**src/logic/sa_defines.svh**
```systemverilog
// widths and depths shared by the sample alignment design
// SA_PIPE_DEPTH must match the register count of scale_pipe,
// the raw path delay is sized from it
// SA_SHIFT is an arithmetic right shift, so negative products round
// toward minus infinity

`ifndef SA_DEFINES_SVH
`define SA_DEFINES_SVH

// sample and result width, signed
`define SA_SAMPLE_W 16

// sideband tag, carried unchanged
`define SA_TAG_W 8

// gain is unsigned
`define SA_GAIN_W 8

// post-multiply scaling
`define SA_SHIFT 4

// scale_pipe latency in enabled cycles
`define SA_PIPE_DEPTH 3

`endif

```
**src/logic/sa_pkg.sv**
```systemverilog
// types for the sample alignment design
// widths come from sa_defines.svh
// op_t encoding is fixed at two bits, new opcodes need a wider enum

`default_nettype none

`include "sa_defines.svh"

package sa_pkg;

  // ---------------------------------------
  // per-sample opcode
  // ---------------------------------------
  typedef enum logic [1:0] {
    OP_SCALED = 2'd0,  // scaled value
    OP_RAW    = 2'd1,  // raw sample, untouched
    OP_DIFF   = 2'd2,  // scaled minus raw, clamped
    OP_MAX    = 2'd3   // signed max of scaled and raw
  } op_t;

  // ---------------------------------------
  // data types
  // ---------------------------------------
  // two's complement sample
  typedef logic signed [`SA_SAMPLE_W-1:0] sample_t;

  // opaque tag, never interpreted
  typedef logic [`SA_TAG_W-1:0] tag_t;

endpackage

`default_nettype wire

```
**src/logic/delay_line.sv**
```systemverilog
// fixed register delay with clock enable
// LENGTH 0 is a plain wire, no register and no reset effect
// all stages clear on synchronous reset and advance only with ena
// not meant as a clock domain synchronizer here

`timescale 1ns/1ps
`default_nettype none

module delay_line #(
  parameter int LENGTH = 2,  // number of register stages
  parameter int WIDTH  = 1   // bits per stage
) (
  input  logic             clk,
  input  logic             nrst,
  input  logic             ena,
  input  logic [WIDTH-1:0] in,
  output logic [WIDTH-1:0] out
);

  generate
    if (LENGTH == 0) begin : g_wire

      // pass straight through
      assign out = in;

    end else if (LENGTH == 1) begin : g_single

      logic [WIDTH-1:0] data;

      // single stage
      always_ff @(posedge clk) begin
        if (!nrst) begin
          data <= '0;
        end else if (ena) begin
          data <= in;
        end
      end

      assign out = data;

    end else begin : g_chain

      // data[1] is the newest entry, data[LENGTH] the oldest
      logic [LENGTH:1][WIDTH-1:0] data;

      always_ff @(posedge clk) begin
        if (!nrst) begin
          data <= '0;
        end else if (ena) begin
          // shift by one stage, new sample enters at index 1
          data <= {data[LENGTH-1:1], in};
        end
      end

      assign out = data[LENGTH];

    end
  endgenerate

endmodule

`default_nettype wire

```
**src/logic/result_combine.sv**
```systemverilog
// merges the scaled path and the delayed raw path, one registered stage
// both inputs must belong to the same sample slot
// invalid slots give zero result, zero tag and sat low
// the difference has its own clamp, its overflow also raises out_sat

`timescale 1ns/1ps
`default_nettype none

`include "sa_defines.svh"

module result_combine
  import sa_pkg::*;
(
  input  logic    clk,
  input  logic    nrst,
  input  logic    ena,
  input  sample_t scaled,
  input  logic    scaled_sat,
  input  logic    raw_valid,
  input  op_t     raw_op,
  input  tag_t    raw_tag,
  input  sample_t raw_sample,
  output logic    out_valid,
  output sample_t out_result,
  output tag_t    out_tag,
  output logic    out_sat
);

  // ---------------------------------------
  // difference with clamp
  // ---------------------------------------
  logic signed [`SA_SAMPLE_W:0] diff_wide;
  logic                         diff_ovf;
  sample_t                      diff;

  always_comb begin
    // one extra bit holds any difference of two samples
    diff_wide = scaled - raw_sample;
    diff_ovf  = diff_wide[`SA_SAMPLE_W] != diff_wide[`SA_SAMPLE_W-1];
    if (!diff_ovf) begin
      diff = diff_wide[`SA_SAMPLE_W-1:0];
    end else if (!diff_wide[`SA_SAMPLE_W]) begin
      diff = {1'b0, {(`SA_SAMPLE_W-1){1'b1}}};
    end else begin
      diff = {1'b1, {(`SA_SAMPLE_W-1){1'b0}}};
    end
  end

  // ---------------------------------------
  // opcode decode
  // ---------------------------------------
  sample_t res_next;
  logic    sat_next;

  always_comb begin
    case (raw_op)
      OP_SCALED: begin
        res_next = scaled;
        sat_next = scaled_sat;
      end
      OP_RAW: begin
        // raw sample never saturates
        res_next = raw_sample;
        sat_next = 1'b0;
      end
      OP_DIFF: begin
        res_next = diff;
        sat_next = scaled_sat || diff_ovf;
      end
      OP_MAX: begin
        // signed compare, both operands are sample_t
        res_next = (scaled > raw_sample) ? scaled : raw_sample;
        sat_next = scaled_sat;
      end
      default: begin
        res_next = scaled;
        sat_next = scaled_sat;
      end
    endcase
  end

  // output register, zeroed for empty slots
  always_ff @(posedge clk) begin
    if (!nrst) begin
      out_valid  <= 1'b0;
      out_result <= '0;
      out_tag    <= '0;
      out_sat    <= 1'b0;
    end else if (ena) begin
      out_valid  <= raw_valid;
      out_result <= raw_valid ? res_next : '0;
      out_tag    <= raw_valid ? raw_tag : '0;
      out_sat    <= raw_valid && sat_next;
    end
  end

endmodule

`default_nettype wire

```
**src/logic/sample_align_top.sv**
```systemverilog
// sample alignment top: scaled path and raw delay path side by side
// latency from accepted input to outputs is SA_PIPE_DEPTH + 1 enabled cycles
// ena is the only flow control, there is no back-pressure
// gain and offset are sampled together with each sample

`timescale 1ns/1ps
`default_nettype none

`include "sa_defines.svh"

module sample_align_top
  import sa_pkg::*;
(
  input  logic                  clk,
  input  logic                  nrst,
  input  logic                  ena,
  input  logic                  in_valid,
  input  sample_t               in_sample,
  input  tag_t                  in_tag,
  input  op_t                   in_op,
  input  logic [`SA_GAIN_W-1:0] gain,
  input  sample_t               offset,
  output logic                  out_valid,
  output sample_t               out_result,
  output tag_t                  out_tag,
  output logic                  out_sat
);

  // raw bundle is valid, op, tag, sample from msb down
  localparam int BUNDLE_W = 1 + $bits(op_t) + `SA_TAG_W + `SA_SAMPLE_W;

  // ---------------------------------------
  // path a: scaling pipeline
  // ---------------------------------------
  sample_t scaled;
  logic    scaled_sat;

  scale_pipe i_scale (
    .clk    (clk),
    .nrst   (nrst),
    .ena    (ena),
    .sample (in_sample),
    .gain   (gain),
    .offset (offset),
    .scaled (scaled),
    .sat    (scaled_sat)
  );

  // ---------------------------------------
  // path b: raw delay, same depth as path a
  // ---------------------------------------
  wire                 dly_valid;
  wire [$bits(op_t)-1:0] dly_op;
  wire tag_t           dly_tag;
  wire sample_t        dly_sample;

  delay_line #(
    .LENGTH (`SA_PIPE_DEPTH),
    .WIDTH  (BUNDLE_W)
  ) i_delay (
    .clk  (clk),
    .nrst (nrst),
    .ena  (ena),
    .in   ({in_valid, in_op, in_tag, in_sample}),
    .out  ({dly_valid, dly_op, dly_tag, dly_sample})
  );

  // ---------------------------------------
  // merge stage
  // ---------------------------------------
  result_combine i_combine (
    .clk        (clk),
    .nrst       (nrst),
    .ena        (ena),
    .scaled     (scaled),
    .scaled_sat (scaled_sat),
    .raw_valid  (dly_valid),
    .raw_op     (op_t'(dly_op)),
    .raw_tag    (dly_tag),
    .raw_sample (dly_sample),
    .out_valid  (out_valid),
    .out_result (out_result),
    .out_tag    (out_tag),
    .out_sat    (out_sat)
  );

endmodule

`default_nettype wire

```
**src/logic/scale_pipe.sv**
```systemverilog
// three stage scaling pipeline: sample * gain >>> SA_SHIFT + offset
// gain is unsigned, sample and offset are signed
// result is clamped to the sample range, sat flags each clamp
// latency is exactly 3 enabled cycles, ena low freezes all stages

`timescale 1ns/1ps
`default_nettype none

`include "sa_defines.svh"

module scale_pipe
  import sa_pkg::*;
(
  input  logic                  clk,
  input  logic                  nrst,
  input  logic                  ena,
  input  sample_t               sample,
  input  logic [`SA_GAIN_W-1:0] gain,
  input  sample_t               offset,
  output sample_t               scaled,
  output logic                  sat
);

  // product keeps a spare bit for the zero-extended gain
  localparam int PROD_W = `SA_SAMPLE_W + `SA_GAIN_W + 1;
  // one more bit so the offset add cannot wrap
  localparam int SUM_W  = PROD_W + 1;

  // ---------------------------------------
  // stage 1: capture operands
  // ---------------------------------------
  sample_t               s1_sample;
  logic [`SA_GAIN_W-1:0] s1_gain;
  sample_t               s1_offset;

  always_ff @(posedge clk) begin
    if (!nrst) begin
      s1_sample <= '0;
      s1_gain   <= '0;
      s1_offset <= '0;
    end else if (ena) begin
      s1_sample <= sample;
      s1_gain   <= gain;
      s1_offset <= offset;
    end
  end

  // ---------------------------------------
  // stage 2: widened signed multiply
  // ---------------------------------------
  logic signed [PROD_W-1:0] s2_prod;
  sample_t                  s2_offset;

  always_ff @(posedge clk) begin
    if (!nrst) begin
      s2_prod   <= '0;
      s2_offset <= '0;
    end else if (ena) begin
      // gain gets a zero msb so it stays positive in the signed multiply
      s2_prod   <= s1_sample * $signed({1'b0, s1_gain});
      s2_offset <= s1_offset;
    end
  end

  // ---------------------------------------
  // stage 3: shift, offset, clamp
  // ---------------------------------------
  logic signed [PROD_W-1:0] shifted;
  logic signed [SUM_W-1:0]  sum;
  logic [SUM_W-`SA_SAMPLE_W:0] sum_top;
  logic                     fits;
  sample_t                  clamped;

  always_comb begin
    shifted = s2_prod >>> `SA_SHIFT;
    // offset is sign extended by the signed context
    sum     = shifted + s2_offset;
    // value fits when all bits from the sample msb upward agree
    sum_top = sum[SUM_W-1:`SA_SAMPLE_W-1];
    fits    = (&sum_top) || !(|sum_top);
    if (fits) begin
      clamped = sum[`SA_SAMPLE_W-1:0];
    end else if (!sum[SUM_W-1]) begin
      // positive overflow, largest sample
      clamped = {1'b0, {(`SA_SAMPLE_W-1){1'b1}}};
    end else begin
      // negative overflow, smallest sample
      clamped = {1'b1, {(`SA_SAMPLE_W-1){1'b0}}};
    end
  end

  always_ff @(posedge clk) begin
    if (!nrst) begin
      scaled <= '0;
      sat    <= 1'b0;
    end else if (ena) begin
      scaled <= clamped;
      sat    <= !fits;
    end
  end

endmodule

`default_nettype wire

```
**config.mk**
```make
export PLATFORM = sky130hd
export DESIGN_NAME = sample_align_top
export DESIGN_NICKNAME = d
export VERILOG_FILES = /design/src/logic/sa_pkg.sv /design/src/logic/delay_line.sv /design/src/logic/result_combine.sv /design/src/logic/sample_align_top.sv /design/src/logic/scale_pipe.sv
export VERILOG_INCLUDE_DIRS = /design/src /design/src/logic
export SDC_FILE = /design/constraint.sdc
export NUM_CORES = 1
export LEC_CHECK = 0
export BUFFER_PORTS_ARGS = -buffer_cell sky130_fd_sc_hd__buf_4
export CAP_MARGIN = 20
export CORE_MARGIN = 10
export CORE_UTILIZATION = 50
export DETAILED_ROUTE_END_ITERATION = 8
export GPL_TIMING_DRIVEN = 0
export PLACE_DENSITY = 0.67
export SYNTH_ARGS = -nofsm -noshare
export SYNTH_HDL_FRONTEND = slang
export SYNTH_HIERARCHICAL = 1
export SYNTH_SLANG_ARGS = --single-unit
```
**constraint.sdc**
```tcl
create_clock -name clk -period 6.7 [get_ports clk]
set_input_delay 1.675 -clock clk [delete_from_list [all_inputs] [get_ports clk]]
set_output_delay 1.675 -clock clk [all_outputs]
set_load 0.02 [all_outputs]
```
**After elaboration in Yosys (flattened, before gate mapping)**

Cells that the tools add are included.
Widths: inputs -> output; s select.

- Register bits: 205
- Output and inout port bits: 26
- Word-level logic and storage cells: 40
- Input bits: 54

- Mux-type cells: 9
- Multipliers: 1
- Eq/ne operators: 4
- Magnitude comparators: 1
- Reduce and logical (&&, ||, !) cells: 9
- Add/subtract/negate cells: 2

Operators by type and width:

| cell | number |
|---|---|
| $mux 16 | 6 |
| $pmux 16 s4 | 1 |
| $mul 16x9->25 | 1 |
| $add 21x16->22 | 1 |
| $sub 16x16->17 | 1 |
| $gt 16x16->1 | 1 |
| $reduce_and 11->1 | 1 |
| $reduce_or 11->1 | 1 |
| $mux 8 | 1 |
| $eq 2x2->1 const B | 2 |
| $pmux 1 s3 | 1 |
| $eq 2x1->1 const B | 1 |
| $logic_not 1->1 | 2 |
| $logic_not 2->1 | 1 |
| $logic_or 1x1->1 | 2 |
| $reduce_or 2->1 | 1 |
| $logic_and 1x1->1 | 1 |
| $ne 1x1->1 | 1 |

**Logic depth before layout (Yosys ltp)**

Gate-level depths: netlist of run 1.

- Word-level depth: 5
- Mapped depth: 20
- Depth with buffers taken out: 19

**Cells and area by module**

Netlist of run 1, hierarchy kept.

Modules (own cells, without submodules):

| module | seq. area each (um^2) | instances | area each (um^2) | cells an instance |
|---|---|---|---|---|
| scale_pipe | 1881.8 | 1 | 9435.3 | 1038 |
| delay_line | 1621.6 | 1 | 3308.2 | 288 |
| result_combine | 520.5 | 1 | 2566.2 | 330 |

**Least setup slack after synthesis of run 1**

OpenSTA, ideal clock, no wires.

- Path type: register to register
- From: register i_scale.s1_gain[2]
- To: register i_scale.s2_prod[23]
- Clock period less this slack: 5.228 ns
- Cell stages (with the launch flop): 20
- Arrival: 5.096 ns
- Setup slack: 1.472 ns
- Setup time: 0.133 ns
- Data required time: 6.567 ns
- Buffers on the path: 2
- Cell sequence: dfxtp_1 > clkbuf_1 > clkbuf_1 > nand2_1 > fa_1 > inv_1 > fa_1 > fa_1 > inv_1 > fa_1 > inv_1 > ha_1 > or4_1 > o22ai_1 > o311ai_1 > o21a_1 > a41o_1 > o41ai_1 > xor2_1 > o22ai_1

- Word-level cells in the longest chain between the ends: 1

Ends and longest elaborated chain:

| element | line | source |
|---|---|---|
| start: declaration | scale_pipe.sv:33 | `` logic [`SA_GAIN_W-1:0] s1_gain; `` |
| start signal: assignment | scale_pipe.sv:43 | `s1_gain <= gain;` |
| $mul 16x9->25 | scale_pipe.sv:60 | `s2_prod <= s1_sample * $signed({1'b0, s1_gain});` |
| end signal: assignment | scale_pipe.sv:60 |  |
| end: declaration | scale_pipe.sv:51 | `logic signed [PROD_W-1:0] s2_prod;` |

Every way passes these cells.
A chain may end at the register's enable or synchronous reset.

**Final worst setup path of run 1**

Ends and elaborated chain as after synthesis.

==> results of run 1 <==
-- power by group --
part	leakage (uW)	total (uW)	internal (uW)	switching, uW
logic	0.00598	953	395	558
clock network	0.000381	1310	772	536
registers	0.00164	1330	1260	67.4
-- state kept, by name, indices dropped and copies added (netlist names), 8 cells and up --
| signal | cells |
|---|---|
| i_scale/s2_prod | 21 |
| i_scale/s1_offset | 16 |
| i_delay/out | 27 |
| i_combine/out_result | 16 |
| i_combine/out_tag | 8 |
| i_scale/scaled | 16 |
| i_scale/s1_gain | 8 |
| i_delay/g_chain.data | 54 |
| i_scale/s1_sample | 16 |
| i_scale/s2_offset | 16 |
-- worst paths after layout --
path	to	from	cells after the start	slack [ns]
max	i_scale/s2_prod[23]$_SDFFE_PN0P_	i_scale/s1_gain[2]$_SDFFE_PN0P_	19	0.72
min	i_combine/out_result[10]$_SDFFE_PN0P_	i_combine/out_result[10]$_SDFFE_PN0P_	1	0.47
max reg2reg	i_scale/s2_prod[23]$_SDFFE_PN0P_	i_scale/s1_gain[2]$_SDFFE_PN0P_	19	0.72
min reg2reg	i_combine/out_result[10]$_SDFFE_PN0P_	i_combine/out_result[10]$_SDFFE_PN0P_	1	0.47
-- kinds of logic after synthesis --
logic type | Yosys count
adder cells (fa/ha/maj) | 193
AO/OA/AOI/OAI | 291
XOR/XNOR | 45
buffers and inverters | 288
multiplexers | 148
AND/OR/NAND/NOR | 490
flip-flops | 201
-- cell type report --
class                   instances  area (sq um)  area share [%]
well taps                     396           495            2.88
flip-flops and latches        201          4020            23.4
multi-input cells            1167          9920            57.7
inverters                     178           668            3.89
clock inverters                13           130           0.757
plain buffers                 110           702            4.08
clock buffers                  30           654            3.81
diodes                          1          2.50          0.0146
repair buffers                 79           593            3.45
-- per-layer routing --
metal	vias to the layer above	track usage [%]	share of wire (%)
li1	5757	-	-
met4	0	5.12	2.2
met2	275	35.0	49
met1	5862	25.9	45
met5	-	0	0
met3	59	2.18	3.7
-- cell usage in the layout, fill, tap and decap left out, types with 6 or more instances in the layout --
master and count:
sky130_fd_sc_hd__dfxtp_1 201, sky130_fd_sc_hd__inv_1 177, sky130_fd_sc_hd__nor2b_1 168, sky130_fd_sc_hd__mux2i_1 148
sky130_fd_sc_hd__nand2_1 114, sky130_fd_sc_hd__buf_4 106, sky130_fd_sc_hd__fa_1 104, sky130_fd_sc_hd__ha_1 89
sky130_fd_sc_hd__and2_1 74, sky130_fd_sc_hd__clkbuf_1 55, sky130_fd_sc_hd__a21oi_1 53, sky130_fd_sc_hd__nor2_1 44
sky130_fd_sc_hd__o21ai_0 42, sky130_fd_sc_hd__xnor2_1 29, sky130_fd_sc_hd__clkbuf_16 25, sky130_fd_sc_hd__o21a_1 25
sky130_fd_sc_hd__nand3_1 24, sky130_fd_sc_hd__a211oi_1 21, sky130_fd_sc_hd__xor2_1 16, sky130_fd_sc_hd__a21o_1 15
sky130_fd_sc_hd__a22oi_1 12, sky130_fd_sc_hd__nand2b_1 12, sky130_fd_sc_hd__nor3_1 12, sky130_fd_sc_hd__buf_2 10
sky130_fd_sc_hd__a211o_1 10, sky130_fd_sc_hd__nand4_1 8, sky130_fd_sc_hd__o21ai_2 8, sky130_fd_sc_hd__buf_8 8
sky130_fd_sc_hd__o211ai_1 7, sky130_fd_sc_hd__and3_1 7, sky130_fd_sc_hd__a32oi_1 7, sky130_fd_sc_hd__clkinv_2 6
sky130_fd_sc_hd__a31oi_1 6, sky130_fd_sc_hd__o31ai_2 6
-- through the flow --
step	hold WS (ns)	cells
global placement	0.461	2131
floorplan	0.452	1656
global route	0.494	2174
CTS	0.480	2174
detailed placement	0.466	2131
finish	0.473	2175
==> reports/results.tsv, run 1 <==
stage	metric	value	unit
cts	cts_setup_buffers	0	
cts	clock_sink_total	201	
cts	root_buffer	sky130_fd_sc_hd__clkbuf_16	
cts	h-tree-depth	1	
drt	drt_wl_total	39600	um
synthesis	synthXorXnorAreaFrac	2.57	%
cts	tritoncts_clock_tree	built	
drt	wl_per_cell	18.2	um
cts	insertion_delay	0.52	ns
synthesis	synth_warnings	6	
floorplanning	die_height	195	um
synthesis	yosys.cell_types.count	92	
synthesis	synth_flop_cell	sky130_fd_sc_hd__dfxtp_1	
synthesis	synth_area_per_cell	9.24	sq um
cells_and_area	finalCoreUtilization	56.5	%
synthesis	synthMuxAreaShare	9.68	%
grt	grt_start_max_net_pins	14	
cells_and_area	drive_gt1_share	12.1	%
synthesis	synth_top_family_by_area	adder cells	
power	p_total	3590	uW
cells_and_area	layout_fillers	2755	
synthesis	synth_fp_nets	1903	
grt	grt_util_overall	20.1	%
worst_setup_path	criticalPathCategory	flip-flop to flip-flop	
timing	timing.slew.headroom	31.8	%
synthesis	asyncSetResetFlopFracSynth	0	%
worst_setup_path	critical_path.startpoint_type	flip-flop	
timing	setup_ws	0.719	ns
synthesis	syn-cell-area	15300	sq um
drt	drtAntennaViolNets	0	
worst_setup_path	worst-path-buf-inv	5	
timing	setup_repair_after_global_routing_missed_its_margin	false	
worst_setup_path	cpMaxStageDelayCell	sky130_fd_sc_hd__fa_1	
cts	cts.path.max_buffers	3	
synthesis	synthSimpleGateAreaFrac	17.4	%
flow_run	cap_viol_max_count	0	
synthesis	synthCells	1656	
worst_setup_path	cp_required	7.07	ns
synthesis	netlist.area_leader.share	26.3	%
worst_setup_path	end_kind	flip-flop	
power	peakVddDrop	0.000191	V
floorplanning	die_area	38000	sq um
cts	hold_buffers	0	
grt	number_of_global_route_vias_before_repair	12000	
cts	clk_pin_slew	0.06	ns
synthesis	cell_with_the_most_instances_after_synthesis	sky130_fd_sc_hd__dfxtp_1	
timing	tns	0	ns
placed_design	io_buffers	79	
drt	initialDrtViolationCount	630	
grt	grt_overflow_total	0	
floorplanning	floorplan.io_pins	80	
cells_and_area	areaGrowthSynthToFinish	12.3	%
timing	finalHoldViolCount	0	
synthesis	synth_top_cells_by_count	201 x sky130_fd_sc_hd__dfxtp_1, 177 x sky130_fd_sc_hd__inv_1, 168 x sky130_fd_sc_hd__nor2b_1	
drt	via_per_inst	5.50	
worst_setup_path	cpPeakStageDelay	0.56	ns
power	power_per_unit_of_standard_cell_area	209	nW/um^2
drt	first_pass_iters	5	
placed_design	routabilityCongestion	0.898	
timing	worstMarginPinSlew	1.02	ns
timing	slew_viols_final	0	
worst_setup_path	crit_path_cell_trace	clkbuf_1 -> clkbuf_1 -> nand2_1 -> fa_1 -> inv_1 -> fa_1 -> fa_1 -> inv_1 -> fa_1 -> inv_1 -> ha_1 -> or4_1 -> o22ai_1 -> o311ai_1 -> o21a_1 -> a41o_1 -> o41ai_1 -> xor2_1 -> o22ai_1	
placed_design	detailedPlace.worstSlack	0.756	ns
floorplanning	core_area	30400	sq um
placed_design	dp_hpwl	31100	um
hold_path	class_of_the_most_critical_hold_timing_path	flip-flop to flip-flop	
cells_and_area	stdcell_area	17200	sq um
synthesis	ys_ff_latch	201	
power	power.static_leakage	0.00800	uW
synthesis	synth_adder_area_share	20.9	%
timing	maxClockFrequency	167	MHz
worst_setup_path	crit_family	adder cells	
synthesis	synth-compound-area-share	14.2	%
timing	clock-skew-final	0.0124	ns
floorplanning	rows	64	
grt	antenna_found_initial	0	
grt	grt_first_pass_wirelength	63400	um
synthesis	fraction_of_the_yosys_area_taken_by_sequential_cells	26.3	%
cts	cts_resized	0	
placed_design	placed_cell_area	16400	sq um
cells_and_area	finish.net_count	2008	
drt	vias	12000	
synthesis	ys_top_cells_by_area	sky130_fd_sc_hd__dfxtp_1 26%, sky130_fd_sc_hd__fa_1 14%, sky130_fd_sc_hd__mux2i_1 9.7%	
floorplanning	initial_utilization	50.3	%
drt	drc	0	
timing	count_of_endpoints_failing_setup_in_the_final_report	0	
worst_setup_path	cp_data_arrival_time	6.36	ns
worst_setup_path	crit_fanout	10	
timing	finalWorstPathRequiredPeriod	5.98	ns
run_status	run_status	completed	
synthesis	synth-edff-count	0	
cts	numCtsBuffers	24	
timing	period_share	89.3	%
synthesis	synth_area_leader_cell	sky130_fd_sc_hd__dfxtp_1	
worst_setup_path	crit_path_frequent_cell	sky130_fd_sc_hd__fa_1	
floorplanning	die-width	195	um
(Power assumes the default switching activity.)
==> run 2, diff against run 1 <==
CORE_ASPECT_RATIO = 1.4   (was not set)
==> run 2 against run 1 <==
  * Non-clock buffer count stayed put
  * Critical endpoint unchanged
  * Final area is 0.62% lower
  * Critical path depth did not move
  * Flip-flop and latch count did not move
  * Clock power decreased by 9.9%
  * Utilization grew 0.22 points
  * Via count shrank 1.4%
  * Combinational power about the same
  * Die area grew 0.26%
  * First-iteration DRC count down 8.1%
==> reports/results.tsv, run 2 (synthesis gave the netlist of run 1 again) <==
stage	metric	value	unit
drt	wl_per_cell	18.4	um
cells_and_area	stdcell_count	2158	
timing	slew_viols_final	0	
timing	finalWorstPathRequiredPeriod	6.09	ns
timing	tns	0	ns
cells_and_area	drive_gt1_share	11.8	%
cells_and_area	antennaDiodeCount	0	
timing	count_of_endpoints_failing_setup_in_the_final_report	0	
worst_setup_path	crit_fanout	10	
floorplanning	initial_utilization	50.8	%
drt	initialDrtViolationCount	579	
drt	vias	11800	
grt	grt_util_overall	20.3	%
drt	drc	0	
floorplanning	die_area	38100	sq um
placed_design	io_buffers	79	
floorplanning	die-width	168	um
cells_and_area	finish.net_count	2005	
drt	via_per_inst	5.46	
timing	maxClockFrequency	164	MHz
timing	timing.slew.headroom	25.9	%
cts	cts_setup_buffers	0	
floorplanning	core_area	30100	sq um
timing	setup_repair_after_global_routing_missed_its_margin	false	
worst_setup_path	critical_path.startpoint_type	flip-flop	
cells_and_area	layout.cells.most_common	sky130_fd_sc_hd__dfxtp_1	
cts	root_buffer	sky130_fd_sc_hd__clkbuf_16	
cts	cts.path.max_buffers	3	
timing	clock-skew-final	0.0237	ns
timing	finalHoldViolCount	0	
cells_and_area	most-common-layout-cells	201 x sky130_fd_sc_hd__dfxtp_1, 177 x sky130_fd_sc_hd__inv_1, 168 x sky130_fd_sc_hd__nor2b_1, 148 x sky130_fd_sc_hd__mux2i_1, 114 x sky130_fd_sc_hd__nand2_1	
timing	worstMarginPinSlew	1.11	ns
run_status	run_status	completed	
power	power_per_unit_of_standard_cell_area	202	nW/um^2
floorplanning	die_height	227	um
cts	numCtsBuffers	21	
cells_and_area	layout_fillers	2755	
power	peakVddDrop	0.000154	V
drt	drtAntennaViolNets	0	
power	power.static_leakage	0.00796	uW
cells_and_area	area_of_combinational_cells_with_multiple_inputs	9920	sq um
grt	antenna_found_initial	0	
cts	hold_buffers	0	
cells_and_area	areaGrowthSynthToFinish	11.6	%
cts	h-tree-depth	1	
worst_setup_path	cp_data_arrival_time	6.47	ns
grt	grt_overflow_total	0	
worst_setup_path	end_kind	flip-flop	
grt	number_of_global_route_vias_before_repair	12000	
placed_design	dp_hpwl	31800	um
drt	drt_wl_total	39800	um
grt	grt_start_max_net_pins	15	
cells_and_area	top_register	i_delay/g_chain.data	
worst_setup_path	cp_required	7.08	ns
hold_path	class_of_the_most_critical_hold_timing_path	flip-flop to flip-flop	
cts	insertion_delay	0.52	ns
worst_setup_path	criticalPathCategory	flip-flop to flip-flop	
placed_design	routabilityCongestion	0.940	
timing	period_share	91.0	%
cells_and_area	sequential_cell_area	4020	sq um
cells_and_area	largest_register_ff_count	54	
placed_design	placed_cell_area	16400	sq um
floorplanning	rows	75	
drt	first_pass_iters	4	
grt	grt_first_pass_wirelength	63300	um
cts	clk_pin_slew	0.06	ns
cells_and_area	stdcell_area	17100	sq um
cts	clock_sink_total	201	
placed_design	placed_instances	2120	
cts	tritoncts_clock_tree	built	
floorplanning	floorplan.io_pins	80	
flow_run	cap_viol_max_count	0	
cts	cts_resized	0	
## run 2: cell types whose count changed in the layout (fill, tap and decap cells not counted), sizes merged
cell      previous run  this run
inv                179       180
bufinv               2         1
diode                1         0
clkinvlp             3         1
clkinv               7         4
## run 2: layout make-up
cell class	instances	area share, %
multi-input cells	1167	58.1
flip-flops and latches	201	23.6
plain buffers	110	4.11
inverters	178	3.91
clock buffers	30	3.57
repair buffers	79	3.47
well taps	385	2.82
clock inverters	8	0.498
## run 2: path summary, 6_finish.rpt
kind                                                             from                               endpoint  slack, ns  depth (start not counted)
worst min register to register  i_combine/out_result[12]$_SDFFE_PN0P_  i_combine/out_result[12]$_SDFFE_PN0P_       0.46                          1
worst max-delay path                  i_scale/s1_gain[2]$_SDFFE_PN0P_       i_scale/s2_prod[23]$_SDFFE_PN0P_       0.61                         19
worst max register to register        i_scale/s1_gain[2]$_SDFFE_PN0P_       i_scale/s2_prod[23]$_SDFFE_PN0P_       0.61                         19
worst min-delay path            i_combine/out_result[12]$_SDFFE_PN0P_  i_combine/out_result[12]$_SDFFE_PN0P_       0.46                          1
## run 2: metal layers
layer	up-vias	global-route usage (%)	wire (um)
li1	5759	-	-
met1	5702	22.9	15800
met2	237	37.9	21000
met3	92	2.11	1270
met5	-	0	0
met4	0	8.81	1690
## run 2: metrics by stage
stage	utilization (%)	setup slack, ns	hold WS (ns)	power, uW
global placement	54.4	0.678	0.452	2280
finish	56.7	0.606	0.463	3450
global route	56.7	0.239	0.482	3640
floorplan	-	1.47	0.452	2030
CTS	56.7	0.608	0.466	3480
detailed placement	54.4	0.617	0.456	2300
## run 2: critical path, cell delays in order, from the launching register on
cell	delay, ns
sky130_fd_sc_hd__dfxtp_1	0.30
sky130_fd_sc_hd__clkbuf_1	0.42
sky130_fd_sc_hd__clkbuf_1	0.49
sky130_fd_sc_hd__nand2_1	0.16
sky130_fd_sc_hd__fa_1	0.56
sky130_fd_sc_hd__inv_1	0.05
sky130_fd_sc_hd__fa_1	0.47
sky130_fd_sc_hd__fa_1	0.49
sky130_fd_sc_hd__inv_1	0.06
sky130_fd_sc_hd__fa_1	0.56
sky130_fd_sc_hd__inv_1	0.05
sky130_fd_sc_hd__ha_1	0.23
sky130_fd_sc_hd__or4_1	0.52
sky130_fd_sc_hd__o22ai_1	0.26
sky130_fd_sc_hd__o311ai_1	0.21
sky130_fd_sc_hd__o21a_1	0.25
sky130_fd_sc_hd__a41o_1	0.26
sky130_fd_sc_hd__o41ai_1	0.30
sky130_fd_sc_hd__xor2_1	0.22
sky130_fd_sc_hd__o22ai_1	0.10
## run 2: report_power, final
part / switching (uW) / internal (uW)
registers: 66.5 / 1260
clock network: 497 / 679
logic: 558 / 394
